$ cat src/source/pc_queue_pkg.sv
// ------------------------------------------------
// PC queue sizing
// Commit ports, queue depth and port index width
// ------------------------------------------------

package pc_queue_pkg;

  // Instructions retired per cycle at most
  localparam int unsigned NrCommitPorts = 2;

  // Entries per port queue, power of two
  localparam int unsigned PcQueueDepth = 16;

  // Enough bits to name one port
  localparam int unsigned PortIdxWidth =
      (NrCommitPorts > 1) ? $clog2(NrCommitPorts) : 1;

endpackage

$ cat src/source/trace_types_pkg.sv
// ------------------------------------------------
// Trace types
// Widths, privilege levels and record kinds that
// describe one committed instruction
// ------------------------------------------------

package trace_types_pkg;

  // Address and cause width
  localparam int unsigned Xlen = 64;

  // Instruction word, taken from the low bits of tval
  localparam int unsigned InsnWidth = 32;

  // RISC-V privilege encoding
  typedef enum logic [1:0] {
    PrivU = 2'b00,
    PrivS = 2'b01,
    PrivM = 2'b11
  } priv_lvl_e;

  // What a commit port did in one cycle
  typedef enum logic [1:0] {
    TraceNone      = 2'd0,
    TraceRetire    = 2'd1,
    TraceException = 2'd2,
    TraceInterrupt = 2'd3
  } trace_kind_e;

endpackage

$ cat src/source/commit_classifier.sv
// ------------------------------------------------
// Commit classifier
// Sorts each port's commit into retire, exception
// or interrupt and registers the trace record
// ------------------------------------------------

module commit_classifier (
  input  logic                                                        clk_i,
  input  logic                                                        rst_ni,
  input  logic [pc_queue_pkg::NrCommitPorts-1:0]                      commit_ack_i,
  input  logic [pc_queue_pkg::NrCommitPorts-1:0]                      ex_valid_i,
  input  logic [pc_queue_pkg::NrCommitPorts-1:0][trace_types_pkg::Xlen-1:0] pc_i,
  input  logic [pc_queue_pkg::NrCommitPorts-1:0][trace_types_pkg::Xlen-1:0] cause_i,
  input  logic [pc_queue_pkg::NrCommitPorts-1:0][trace_types_pkg::Xlen-1:0] tval_i,
  input  trace_types_pkg::priv_lvl_e                                  priv_lvl_i,
  output trace_types_pkg::trace_kind_e [pc_queue_pkg::NrCommitPorts-1:0] trace_kind_o,
  output logic [pc_queue_pkg::NrCommitPorts-1:0]                      trace_valid_o,
  output logic [pc_queue_pkg::NrCommitPorts-1:0][trace_types_pkg::Xlen-1:0] trace_iaddr_o,
  output logic [pc_queue_pkg::NrCommitPorts-1:0][trace_types_pkg::InsnWidth-1:0] trace_insn_o,
  output logic [pc_queue_pkg::NrCommitPorts-1:0][trace_types_pkg::Xlen-1:0] trace_cause_o,
  output trace_types_pkg::priv_lvl_e [pc_queue_pkg::NrCommitPorts-1:0] trace_priv_o,
  output logic [pc_queue_pkg::NrCommitPorts-1:0]                      push_o,
  output logic [pc_queue_pkg::NrCommitPorts-1:0][trace_types_pkg::Xlen-1:0] push_pc_o
);

  import trace_types_pkg::*;
  import pc_queue_pkg::*;

  trace_kind_e [NrCommitPorts-1:0] kind_d;

  // ------------------------------------------------
  // Classification
  // ------------------------------------------------
  // Cause MSB set means the trap came from an interrupt
  always_comb begin
    for (int p = 0; p < NrCommitPorts; p++) begin
      if (!commit_ack_i[p]) begin
        kind_d[p] = TraceNone;
      end else if (!ex_valid_i[p]) begin
        kind_d[p] = TraceRetire;
      end else if (cause_i[p][Xlen-1]) begin
        kind_d[p] = TraceInterrupt;
      end else begin
        kind_d[p] = TraceException;
      end
    end
  end

  // Only clean retirements go into the PC queues
  assign push_o    = commit_ack_i & ~ex_valid_i;
  assign push_pc_o = pc_i;

  // ------------------------------------------------
  // Trace record registers
  // ------------------------------------------------
  always_ff @(posedge clk_i or negedge rst_ni) begin
    if (!rst_ni) begin
      for (int p = 0; p < NrCommitPorts; p++) begin
        trace_kind_o[p]  <= TraceNone;
        trace_valid_o[p] <= 1'b0;
      end
    end else begin
      for (int p = 0; p < NrCommitPorts; p++) begin
        trace_kind_o[p]  <= kind_d[p];
        trace_valid_o[p] <= (kind_d[p] == TraceRetire);
      end
    end
  end

  // Payload follows the port whenever it commits
  always_ff @(posedge clk_i) begin
    for (int p = 0; p < NrCommitPorts; p++) begin
      if (commit_ack_i[p]) begin
        trace_iaddr_o[p] <= pc_i[p];
        trace_insn_o[p]  <= tval_i[p][InsnWidth-1:0];
        trace_cause_o[p] <= cause_i[p];
        trace_priv_o[p]  <= priv_lvl_i;
      end
    end
  end

endmodule

$ cat src/source/commit_trace_top.sv
// ------------------------------------------------
// Commit trace top level
// Trace records per commit port plus a merged
// stream of retired PCs
// ------------------------------------------------

module commit_trace_top (
  input  logic                                                        clk_i,
  input  logic                                                        rst_ni,
  // Commit ports
  input  logic [pc_queue_pkg::NrCommitPorts-1:0]                      commit_ack_i,
  input  logic [pc_queue_pkg::NrCommitPorts-1:0]                      ex_valid_i,
  input  logic [pc_queue_pkg::NrCommitPorts-1:0][trace_types_pkg::Xlen-1:0] pc_i,
  input  logic [pc_queue_pkg::NrCommitPorts-1:0][trace_types_pkg::Xlen-1:0] cause_i,
  input  logic [pc_queue_pkg::NrCommitPorts-1:0][trace_types_pkg::Xlen-1:0] tval_i,
  input  trace_types_pkg::priv_lvl_e                                  priv_lvl_i,
  // Trace records
  output trace_types_pkg::trace_kind_e [pc_queue_pkg::NrCommitPorts-1:0] trace_kind_o,
  output logic [pc_queue_pkg::NrCommitPorts-1:0]                      trace_valid_o,
  output logic [pc_queue_pkg::NrCommitPorts-1:0][trace_types_pkg::Xlen-1:0] trace_iaddr_o,
  output logic [pc_queue_pkg::NrCommitPorts-1:0][trace_types_pkg::InsnWidth-1:0] trace_insn_o,
  output logic [pc_queue_pkg::NrCommitPorts-1:0][trace_types_pkg::Xlen-1:0] trace_cause_o,
  output trace_types_pkg::priv_lvl_e [pc_queue_pkg::NrCommitPorts-1:0] trace_priv_o,
  // PC stream
  output logic                                                        pc_valid_o,
  output logic [trace_types_pkg::Xlen-1:0]                            pc_o,
  output logic [pc_queue_pkg::PortIdxWidth-1:0]                       pc_port_o,
  output logic [pc_queue_pkg::NrCommitPorts-1:0]                      pc_overflow_o
);

  import trace_types_pkg::*;
  import pc_queue_pkg::*;

  // Classifier to queues
  logic [NrCommitPorts-1:0]           push;
  logic [NrCommitPorts-1:0][Xlen-1:0] push_pc;

  // Queues to arbiter and back
  logic [NrCommitPorts-1:0]           fifo_empty;
  logic [NrCommitPorts-1:0][Xlen-1:0] fifo_head;
  logic [NrCommitPorts-1:0]           fifo_pop;

  // ------------------------------------------------
  // Classifier
  // ------------------------------------------------
  commit_classifier i_commit_classifier (
    .clk_i         ( clk_i         ),
    .rst_ni        ( rst_ni        ),
    .commit_ack_i  ( commit_ack_i  ),
    .ex_valid_i    ( ex_valid_i    ),
    .pc_i          ( pc_i          ),
    .cause_i       ( cause_i       ),
    .tval_i        ( tval_i        ),
    .priv_lvl_i    ( priv_lvl_i    ),
    .trace_kind_o  ( trace_kind_o  ),
    .trace_valid_o ( trace_valid_o ),
    .trace_iaddr_o ( trace_iaddr_o ),
    .trace_insn_o  ( trace_insn_o  ),
    .trace_cause_o ( trace_cause_o ),
    .trace_priv_o  ( trace_priv_o  ),
    .push_o        ( push          ),
    .push_pc_o     ( push_pc       )
  );

  // ------------------------------------------------
  // One PC queue per commit port
  // ------------------------------------------------
  for (genvar k = 0; k < NrCommitPorts; k++) begin : gen_pc_queue
    pc_fifo #(
      .Depth ( PcQueueDepth )
    ) i_pc_fifo (
      .clk_i      ( clk_i            ),
      .rst_ni     ( rst_ni           ),
      .push_i     ( push[k]          ),
      .data_i     ( push_pc[k]       ),
      .pop_i      ( fifo_pop[k]      ),
      .data_o     ( fifo_head[k]     ),
      .empty_o    ( fifo_empty[k]    ),
      .overflow_o ( pc_overflow_o[k] )
    );
  end

  // ------------------------------------------------
  // Merge into one PC stream
  // ------------------------------------------------
  pc_rr_arbiter i_pc_rr_arbiter (
    .clk_i      ( clk_i      ),
    .rst_ni     ( rst_ni     ),
    .empty_i    ( fifo_empty ),
    .data_i     ( fifo_head  ),
    .pop_o      ( fifo_pop   ),
    .pc_valid_o ( pc_valid_o ),
    .pc_o       ( pc_o       ),
    .pc_port_o  ( pc_port_o  )
  );

endmodule

$ cat src/source/pc_fifo.sv
// ------------------------------------------------
// PC FIFO
// Circular PC queue for one commit port, drops
// pushes when full and flags the loss until reset
// ------------------------------------------------

module pc_fifo #(
  // Power of two, at least 2
  parameter int unsigned Depth = pc_queue_pkg::PcQueueDepth
) (
  input  logic                             clk_i,
  input  logic                             rst_ni,
  input  logic                             push_i,
  input  logic [trace_types_pkg::Xlen-1:0] data_i,
  input  logic                             pop_i,
  output logic [trace_types_pkg::Xlen-1:0] data_o,
  output logic                             empty_o,
  output logic                             overflow_o
);

  import trace_types_pkg::*;

  localparam int unsigned AddrWidth = $clog2(Depth);
  localparam int unsigned CntWidth  = $clog2(Depth + 1);

  logic [Xlen-1:0]      mem_q [Depth];
  logic [AddrWidth-1:0] wr_ptr_q;
  logic [AddrWidth-1:0] rd_ptr_q;
  logic [CntWidth-1:0]  count_q;
  logic                 full;
  logic                 do_push;
  logic                 do_pop;

  assign full    = (count_q == CntWidth'(Depth));
  assign empty_o = (count_q == '0);

  // A full queue refuses the write even if it pops this cycle
  assign do_push = push_i & ~full;
  assign do_pop  = pop_i & ~empty_o;

  assign data_o = mem_q[rd_ptr_q];

  // ------------------------------------------------
  // Pointers and occupancy
  // ------------------------------------------------
  always_ff @(posedge clk_i or negedge rst_ni) begin
    if (!rst_ni) begin
      wr_ptr_q   <= '0;
      rd_ptr_q   <= '0;
      count_q    <= '0;
      overflow_o <= 1'b0;
    end else begin
      // Pointers wrap on their own since Depth is a power of two
      if (do_push) begin
        wr_ptr_q <= wr_ptr_q + 1'b1;
      end
      if (do_pop) begin
        rd_ptr_q <= rd_ptr_q + 1'b1;
      end
      case ({do_push, do_pop})
        2'b10:   count_q <= count_q + 1'b1;
        2'b01:   count_q <= count_q - 1'b1;
        default: count_q <= count_q;
      endcase
      // Sticky, a lost PC stays reported
      if (push_i && full) begin
        overflow_o <= 1'b1;
      end
    end
  end

  // Storage
  always_ff @(posedge clk_i) begin
    if (do_push) begin
      mem_q[wr_ptr_q] <= data_i;
    end
  end

endmodule

$ cat src/source/pc_rr_arbiter.sv
// ------------------------------------------------
// PC round-robin arbiter
// Pops one non-empty queue per cycle and registers
// its head and port number into the PC stream
// ------------------------------------------------

module pc_rr_arbiter (
  input  logic                                                        clk_i,
  input  logic                                                        rst_ni,
  input  logic [pc_queue_pkg::NrCommitPorts-1:0]                      empty_i,
  input  logic [pc_queue_pkg::NrCommitPorts-1:0][trace_types_pkg::Xlen-1:0] data_i,
  output logic [pc_queue_pkg::NrCommitPorts-1:0]                      pop_o,
  output logic                                                        pc_valid_o,
  output logic [trace_types_pkg::Xlen-1:0]                            pc_o,
  output logic [pc_queue_pkg::PortIdxWidth-1:0]                       pc_port_o
);

  import trace_types_pkg::*;
  import pc_queue_pkg::*;

  logic [PortIdxWidth-1:0] rr_q;
  logic [PortIdxWidth-1:0] rr_d;
  logic [PortIdxWidth-1:0] gnt_idx;
  logic                    gnt_found;

  // ------------------------------------------------
  // Grant search
  // ------------------------------------------------
  // First non-empty port at or after the pointer, wrapping
  always_comb begin : p_grant
    int unsigned cand;
    gnt_found = 1'b0;
    gnt_idx   = '0;
    for (int unsigned i = 0; i < NrCommitPorts; i++) begin
      cand = (32'(rr_q) + i) % NrCommitPorts;
      if (!gnt_found && !empty_i[cand]) begin
        gnt_found = 1'b1;
        gnt_idx   = cand[PortIdxWidth-1:0];
      end
    end
  end

  // One-hot pop, never to an empty queue
  always_comb begin
    pop_o = '0;
    if (gnt_found) begin
      pop_o[gnt_idx] = 1'b1;
    end
  end

  // Pointer moves just past the granted port
  assign rr_d = (gnt_idx == PortIdxWidth'(NrCommitPorts - 1)) ? '0 : gnt_idx + 1'b1;

  // ------------------------------------------------
  // Pointer and output stream registers
  // ------------------------------------------------
  always_ff @(posedge clk_i or negedge rst_ni) begin
    if (!rst_ni) begin
      rr_q       <= '0;
      pc_valid_o <= 1'b0;
    end else begin
      pc_valid_o <= gnt_found;
      if (gnt_found) begin
        rr_q <= rr_d;
      end
    end
  end

  always_ff @(posedge clk_i) begin
    if (gnt_found) begin
      pc_o      <= data_i[gnt_idx];
      pc_port_o <= gnt_idx;
    end
  end

endmodule

$ cat config.mk
export PLATFORM = sky130hd
export DESIGN_NAME = commit_trace_top
export DESIGN_NICKNAME = d
export VERILOG_FILES = /design/src/source/pc_queue_pkg.sv /design/src/source/trace_types_pkg.sv /design/src/source/commit_classifier.sv /design/src/source/commit_trace_top.sv /design/src/source/pc_fifo.sv /design/src/source/pc_rr_arbiter.sv
export SDC_FILE = /design/constraint.sdc
export NUM_CORES = 2
export LEC_CHECK = 0
export ABC_AREA = 1
export BUFFER_PORTS_ARGS = -buffer_cell sky130_fd_sc_hd__buf_2
export CORE_AREA = 5 5 478 433
export CTS_BUF_LIST = sky130_fd_sc_hd__clkbuf_16
export DETAILED_ROUTE_END_ITERATION = 8
export DIE_AREA = 0 0 483 438
export GPL_ROUTABILITY_DRIVEN = 1
export GPL_TIMING_DRIVEN = 0
export PLACE_DENSITY_LB_ADDON = 0.2
export SETUP_SLACK_MARGIN = 0.15
export SKIP_LAST_GASP = 1
export SYNTH_ARGS = -nofsm -noshare
export SYNTH_HDL_FRONTEND = slang
export SYNTH_SLANG_ARGS = --single-unit
$ cat constraint.sdc
create_clock -name clk_i -period 16.3 [get_ports clk_i]
set_input_delay 2.445 -clock clk_i [delete_from_list [all_inputs] [get_ports clk_i]]
set_output_delay 2.445 -clock clk_i [all_outputs]
set_load 0.02 [all_outputs]
## Word-level counts from Yosys, hierarchy flattened

Memories as Yosys holds them, arrays and structs flattened.
Cells that the tools add are included.

- Register bits after elaboration: 425
- Memory bits (writable): 2048
- Input port bits: 392
- Output and inout bits: 398
- Word-level logic and storage cells: 92
- Memories kept: 2

- $add $sub $neg: 10
- Order comparisons: 4
- Equal/unequal tests: 8
- Multiplexer cells: 26
- Bitwise gates (word level): 10
- Reduce and logical (&&, ||, !) cells: 9

Memories:

| name | depth | width | read ports | clocked after Yosys merged registers in | write ports | RTL line | source |
|---|---|---|---|---|---|---|---|
| gen_pc_queue[0].i_pc_fifo.mem_q | 16 | 64 | 1 | 0 | 1 | pc_fifo.sv:26 | `logic [Xlen-1:0] mem_q [Depth];` |
| gen_pc_queue[1].i_pc_fifo.mem_q | 16 | 64 | 1 | 0 | 1 | pc_fifo.sv:26 |  |

Operators with widths:

| operator | number |
|---|---|
| 64-bit two-way mux | 2 |
| 5-bit case mux with 2 select lines | 2 |
| 4-bit by 1-bit adder with 4-bit output (second input constant) | 4 |
| 1-bit two-way mux | 16 |
| 5-bit by 1-bit adder with 5-bit output (second input constant) | 2 |
| 5-bit == test (second input constant) | 2 |
| 5-bit zero test | 2 |
| 2-bit two-way mux | 5 |
| 5-bit by 1-bit subtractor with 5-bit output (second input constant) | 2 |
| 2-bit by 1-bit == test with 1-bit output (second input constant) | 4 |
| 1-bit by 2-bit less-than comparator with 1-bit output (second input constant) | 3 |
| 1-bit bitwise AND | 4 |
| 2-bit == test (second input constant) | 2 |
| 1-bit logical AND | 4 |
| 1-bit NOT | 4 |
| 2-bit nonzero test | 2 |
| 1-bit adder (second input constant) | 2 |
| 2-bit bitwise AND | 1 |
| 2-bit NOT | 1 |
| 1-bit demux with 1-bit select | 1 |
| 1-bit >= comparator (second input constant) | 1 |
| 1-bit zero test | 1 |

## Logic depth before layout (Yosys ltp)

- Depth in word-level cells: 14
- Mapped depth: 18

## Hierarchy

From an unflattened synthesis, not the netlist that was laid out.

- Cell total of the unflattened synthesis: 8969
- Area total of the unflattened synthesis: 101229.6 µm²

By module, submodules not included:

| module | times used | cells an instance | area an instance (µm²) |
|---|---|---|---|
| pc_fifo at gen_pc_queue[0].i_pc_fifo | 1 | 4103 | 43675.6 |
| pc_fifo at gen_pc_queue[1].i_pc_fifo | 1 | 4103 | 43663.1 |
| commit_classifier | 1 | 472 | 10892.9 |
| pc_rr_arbiter | 1 | 291 | 2997.9 |

## Least setup slack after synthesis

OpenSTA, ideal clock, no wires.

- Path kind: input to register
- From: input commit_ack_i[1] in the netlist's numbering
- To: memory gen_pc_queue[1].i_pc_fifo.mem_q[0][0], enable pin
- Library setup time: 565 ps
- Arrival: 7333 ps
- Setup slack: 8402 ps
- Stages: 5
- Path buffers: 1
- Cell sequence: inv_1 -> nor2_1 -> nand2_1 -> clkbuf_1 -> nor3_1

- Word-level cells in the longest chain between the ends: 4

Ends and longest elaborated chain:

| what | RTL line | source |
|---|---|---|
| from (decl) | commit_trace_top.sv:11 | `input logic [pc_queue_pkg::NrCommitPorts-1:0] commit_ack_i,` |
| 2-bit bitwise AND | commit_classifier.sv:50 | `assign push_o = commit_ack_i & ~ex_valid_i;` |
| 1-bit bitwise AND | pc_fifo.sv:38 | `assign do_push = push_i & ~full;` |
| 1-bit two-way mux | pc_fifo.sv:74 | `if (do_push) begin` |
| 1-bit two-way mux (implied by the code) | pc_fifo.sv:75 | `mem_q[wr_ptr_q] <= data_i;` |
| to (decl) | pc_fifo.sv:26 |  |

Every way passes these cells.

## Final worst setup path

- From: input commit_ack_i[1] in the netlist's numbering
- To: memory gen_pc_queue[1].i_pc_fifo.mem_q[8][2], enable pin

Same word-level chain as after synthesis.

==> impl_metrics.py <==
metrics = {
    "global_routing": {
        "grt_most_used_layer": "met2",
        "grt_pass1_vias": 61700,
        "use_met2_pct": 40.7,
        "grt.overflow.total": 0,
        "grt_pass1_wl_mm": 411,
        "use_met3_pct": 5.05,
        "antenna_found_initial": 35,
        "grt_usage_pct": 26.2,
        "grt_max_degree": 123,
        "grtUsageMet1_pct": 36.9,
    },
    "timing": {
        "fmax_mhz": 180,
        "timing.final.crit_share_pct": 34.1,
        "fin_skew_ns": 0.0559,
        "fin_crit_ns": 5.56,
        "worst_slew_pin_slew_ns": 1.52,
        "setup_viol": 0,
        "finalWorstSetupSlack_ns": 10.74,
        "rsz0062_at_grt": "false",
        "slew_violations": 11,
        "max_slew_margin_pct": -1.05,
        "tns_ns": 0,
        "hold_violations": 0,
    },
    "die": {
        "die_h_um": 438,
        "core_area_um2": 202000,
        "floorplan.initialDensity_pct": 47.6,
        "ioPinCount": 790,
        "rows": 157,
        "die_w_um": 483,
        "die_area_um2": 212000,
    },
    "placement": {
        "dp_slack_ns": 9.81,
        "dp_cells": 11300,
        "io_buffers": 725,
        "dp_hpwl_mm": 200,
        "place_congestion": 0.862,
    },
    "cts": {
        "numCtsBuffers": 275,
        "root_buffer": "clkbuf_16",
        "cts_tree": "yes",
        "holdBufCountCts": 0,
        "htreeDepth": 5,
        "worstSkewPairLatency_ns": 0.93,
        "clk_pin_slew_ns": 0.06,
        "postCtsSetupRepairBufs": 0,
        "cts_resized": 0,
        "clk_path_buf_depth": 4,
        "clock_sinks": 2473,
    },
    "critical_path": {
        "worst-path-max-fanout": 99,
        "cp_common_cell": "buf_6",
        "worstPathRequired_ns": 16.88,
        "r2r_cells": 10,
        "cpMaxStageDelayCell": "nor3_2",
        "slowest_delay_ns": 0.80,
        "crit_type": "input pin to flop",
        "worstPathArrival_ns": 6.14,
        "reg2reg_from": "gen_pc_queue[0].i_pc_fifo.rd_ptr_q[1]$_DFFE_PN0P_",
        "critical_path.cell_chain": "buf_8 > buf_16 > inv_1 > nor2_1 > nand2_1 > clkbuf_1 > nor3_2 > buf_4 > buf_6 > buf_6",
        "startpoint_type": "input pin",
        "r2r_setup_slack_ns": 12.90,
        "rr_endpoint": "i_pc_rr_arbiter.pc_o[27]$_DFFE_PN_",
        "worstSetupEndpointType": "flop",
    },
    "layout": {
        "final_common_cell": "nand2_1",
        "fin_util_pct": 56.5,
        "final_nets": 9272,
        "layout_common_cells": "nand2_1, edfxtp_1, nand3_1, buf_2, nor2_1",
        "drive_gt1_share_pct": 17.5,
        "synthToLayoutAreaGrowth_pct": 18.8,
        "fin_cells": 11800,
    },
    "hold_path": {
        "hp-class": "flop to flop",
        "min_to": "gen_pc_queue[0].i_pc_fifo.overflow_o$_DFFE_PN0P_",
        "hold_path_depth": 2,
        "holdCritStartpoint": "gen_pc_queue[0].i_pc_fifo.overflow_o$_DFFE_PN0P_",
    },
    "status": {
        "status": "complete, but fails checks",
        "violations": "max-capacitance violations, max-slew violations",
    },
    "logic_synthesis": {
        "synth_cell_types": 29,
        "syn_inst": 7667,
        "synth_seq_area_share_pct": 77.1,
        "syn-num-nets": 8079,
        "netlist_area_um2": 96100,
        "ys_ff_latch": 2473,
        "avgSynthCellArea_um2": 12.5,
        "yosys_warnings": 0,
    },
    "route": {
        "drc": 0,
        "firstDrtPassIters": 6,
        "drt_iter0_markers": 7530,
        "vias": 64300,
        "routed_wl_mm": 283,
        "avgViaCountPerCell": 5.47,
        "wl_per_cell_um": 24.1,
        "ant_nets": 0,
    },
    "pwr": {
        "p_per_area_nw_per_um2": 177,
        "ir_drop_uv": 139,
        "leakagePower_nw": 43.7,
    },
    "job": {
        "maxCapViolations": 1,
    },
}
## report_power, final
part,switching (mW),internal [mW]
clock,2.44,3.49
sequential,0.148,7.50
combinational,4.95,1.73
total,7.54,12.7
## sequential cells by signal, summed over array words and instances, names as in the netlist, 2 cells and up
signal / flops
gen_pc_queue.i_pc_fifo.wr_ptr_q: 8
gen_pc_queue.i_pc_fifo.overflow_o: 2
i_commit_classifier.trace_valid_o: 2
i_commit_classifier.trace_insn_o: 64
i_commit_classifier.trace_priv_o: 4
gen_pc_queue.i_pc_fifo.count_q: 10
i_commit_classifier.trace_cause_o: 128
i_commit_classifier.trace_kind_o: 4
i_pc_rr_arbiter.pc_o: 64
i_commit_classifier.trace_iaddr_o: 128
gen_pc_queue.i_pc_fifo.rd_ptr_q: 8
gen_pc_queue.i_pc_fifo.mem_q: 2048
## cell type report
class / instances / area [µm²]
timing repair buffer: 916 / 6020
multi-input combinational: 4710 / 19800
clock buffer: 283 / 7080
inverter: 56 / 218
antenna: 12 / 30.0
buffer: 428 / 2110
sequential: 2473 / 74100
tap: 2703 / 3380
clock inverter: 178 / 1390
fill: 16500 / 87800
## worst max path at each step
stage / cells after the start / endpoint / from / slack [ns]
2_1_floorplan: 5 / gen_pc_queue[1].i_pc_fifo.mem_q[0][0]$_DFFE_PP_ / commit_ack_i[1] / 8.40
3_3_place_gp: 6 / gen_pc_queue[1].i_pc_fifo.mem_q[2][5]$_DFFE_PP_ / commit_ack_i[1] / -0.65
5_1_grt: 10 / gen_pc_queue[1].i_pc_fifo.mem_q[8][3]$_DFFE_PP_ / commit_ack_i[1] / 10.52
3_5_place_dp: 10 / gen_pc_queue[1].i_pc_fifo.mem_q[8][3]$_DFFE_PP_ / commit_ack_i[1] / 9.81
6_report: 10 / gen_pc_queue[1].i_pc_fifo.mem_q[8][2]$_DFFE_PP_ / commit_ack_i[1] / 10.74
4_1_cts: 10 / gen_pc_queue[1].i_pc_fifo.mem_q[8][2]$_DFFE_PP_ / commit_ack_i[1] / 10.77
## cells in the mapped netlist
library cell,count,share of area [%]
nand2_1,2930,11
edfxtp_1,2437,76
nand3_1,1031,5.4
nor2_1,403,1.6
buf_2,228,1.2
o21ai_0,143,0.75
clkbuf_1,134,0.52
a21oi_1,132,0.69
inv_1,50,0.20
buf_4,37,0.29
dfrtp_1,36,0.94
nor3_1,24,0.13
buf_1,20,0.078
ha_1,18,0.23
xor2_1,13,0.12
buf_6,8,0.094
xnor2_1,5,0.046
a31oi_1,2,0.013
clkinv_1,2,0.0078
fa_1,2,0.042
inv_2,2,0.0078
nand4_1,2,0.013
o21bai_1,2,0.016
a31o_2,1,0.0091
buf_12,1,0.021
inv_4,1,0.0065
inv_6,1,0.0091
nand2_2,1,0.0065
o31ai_1,1,0.0078
## through the flow
stage	area (µm²)	hold slack, ns	total power [mW]
5_1_grt	114000	0.496	21.3
4_1_cts	114000	0.486	20.3
3_5_place_dp	106000	0.458	14.4
6_report	114000	0.476	20.3
2_1_floorplan	96100	0.437	11.6
3_3_place_gp	103000	0.454	14.3
## layer usage
| layer | vias to the layer above | part of all wire [%] |
|---|---|---|
| met2 | 3259 | 46 |
| li1 | 29100 | - |
| met3 | 553 | 9.5 |
| met4 | 2 | 3.9 |
| met5 | - | 0.0025 |
| met1 | 31400 | 41 |
## worst max-delay path: cells and delay by family
| kind | cells | cell delay (ns) |
|---|---|---|
| simple gates | 3 | 1.49 |
| buf+inv | 7 | 2.06 |
## cells by family (layout without fill, tap and decap cells)
family          count (synthesis)  after routing  synth area share (%)
fa+ha+maj                      20             20                 0.276
flops                        2473           2473                  77.1
other cells                     0             12                     0
compound gates                281            281                  1.48
buf+inv                       484           1861                  2.42
simple gates                 4391           4391                  18.5
xor+xnor                       18             18                 0.164
(Power assumes the default switching activity.)
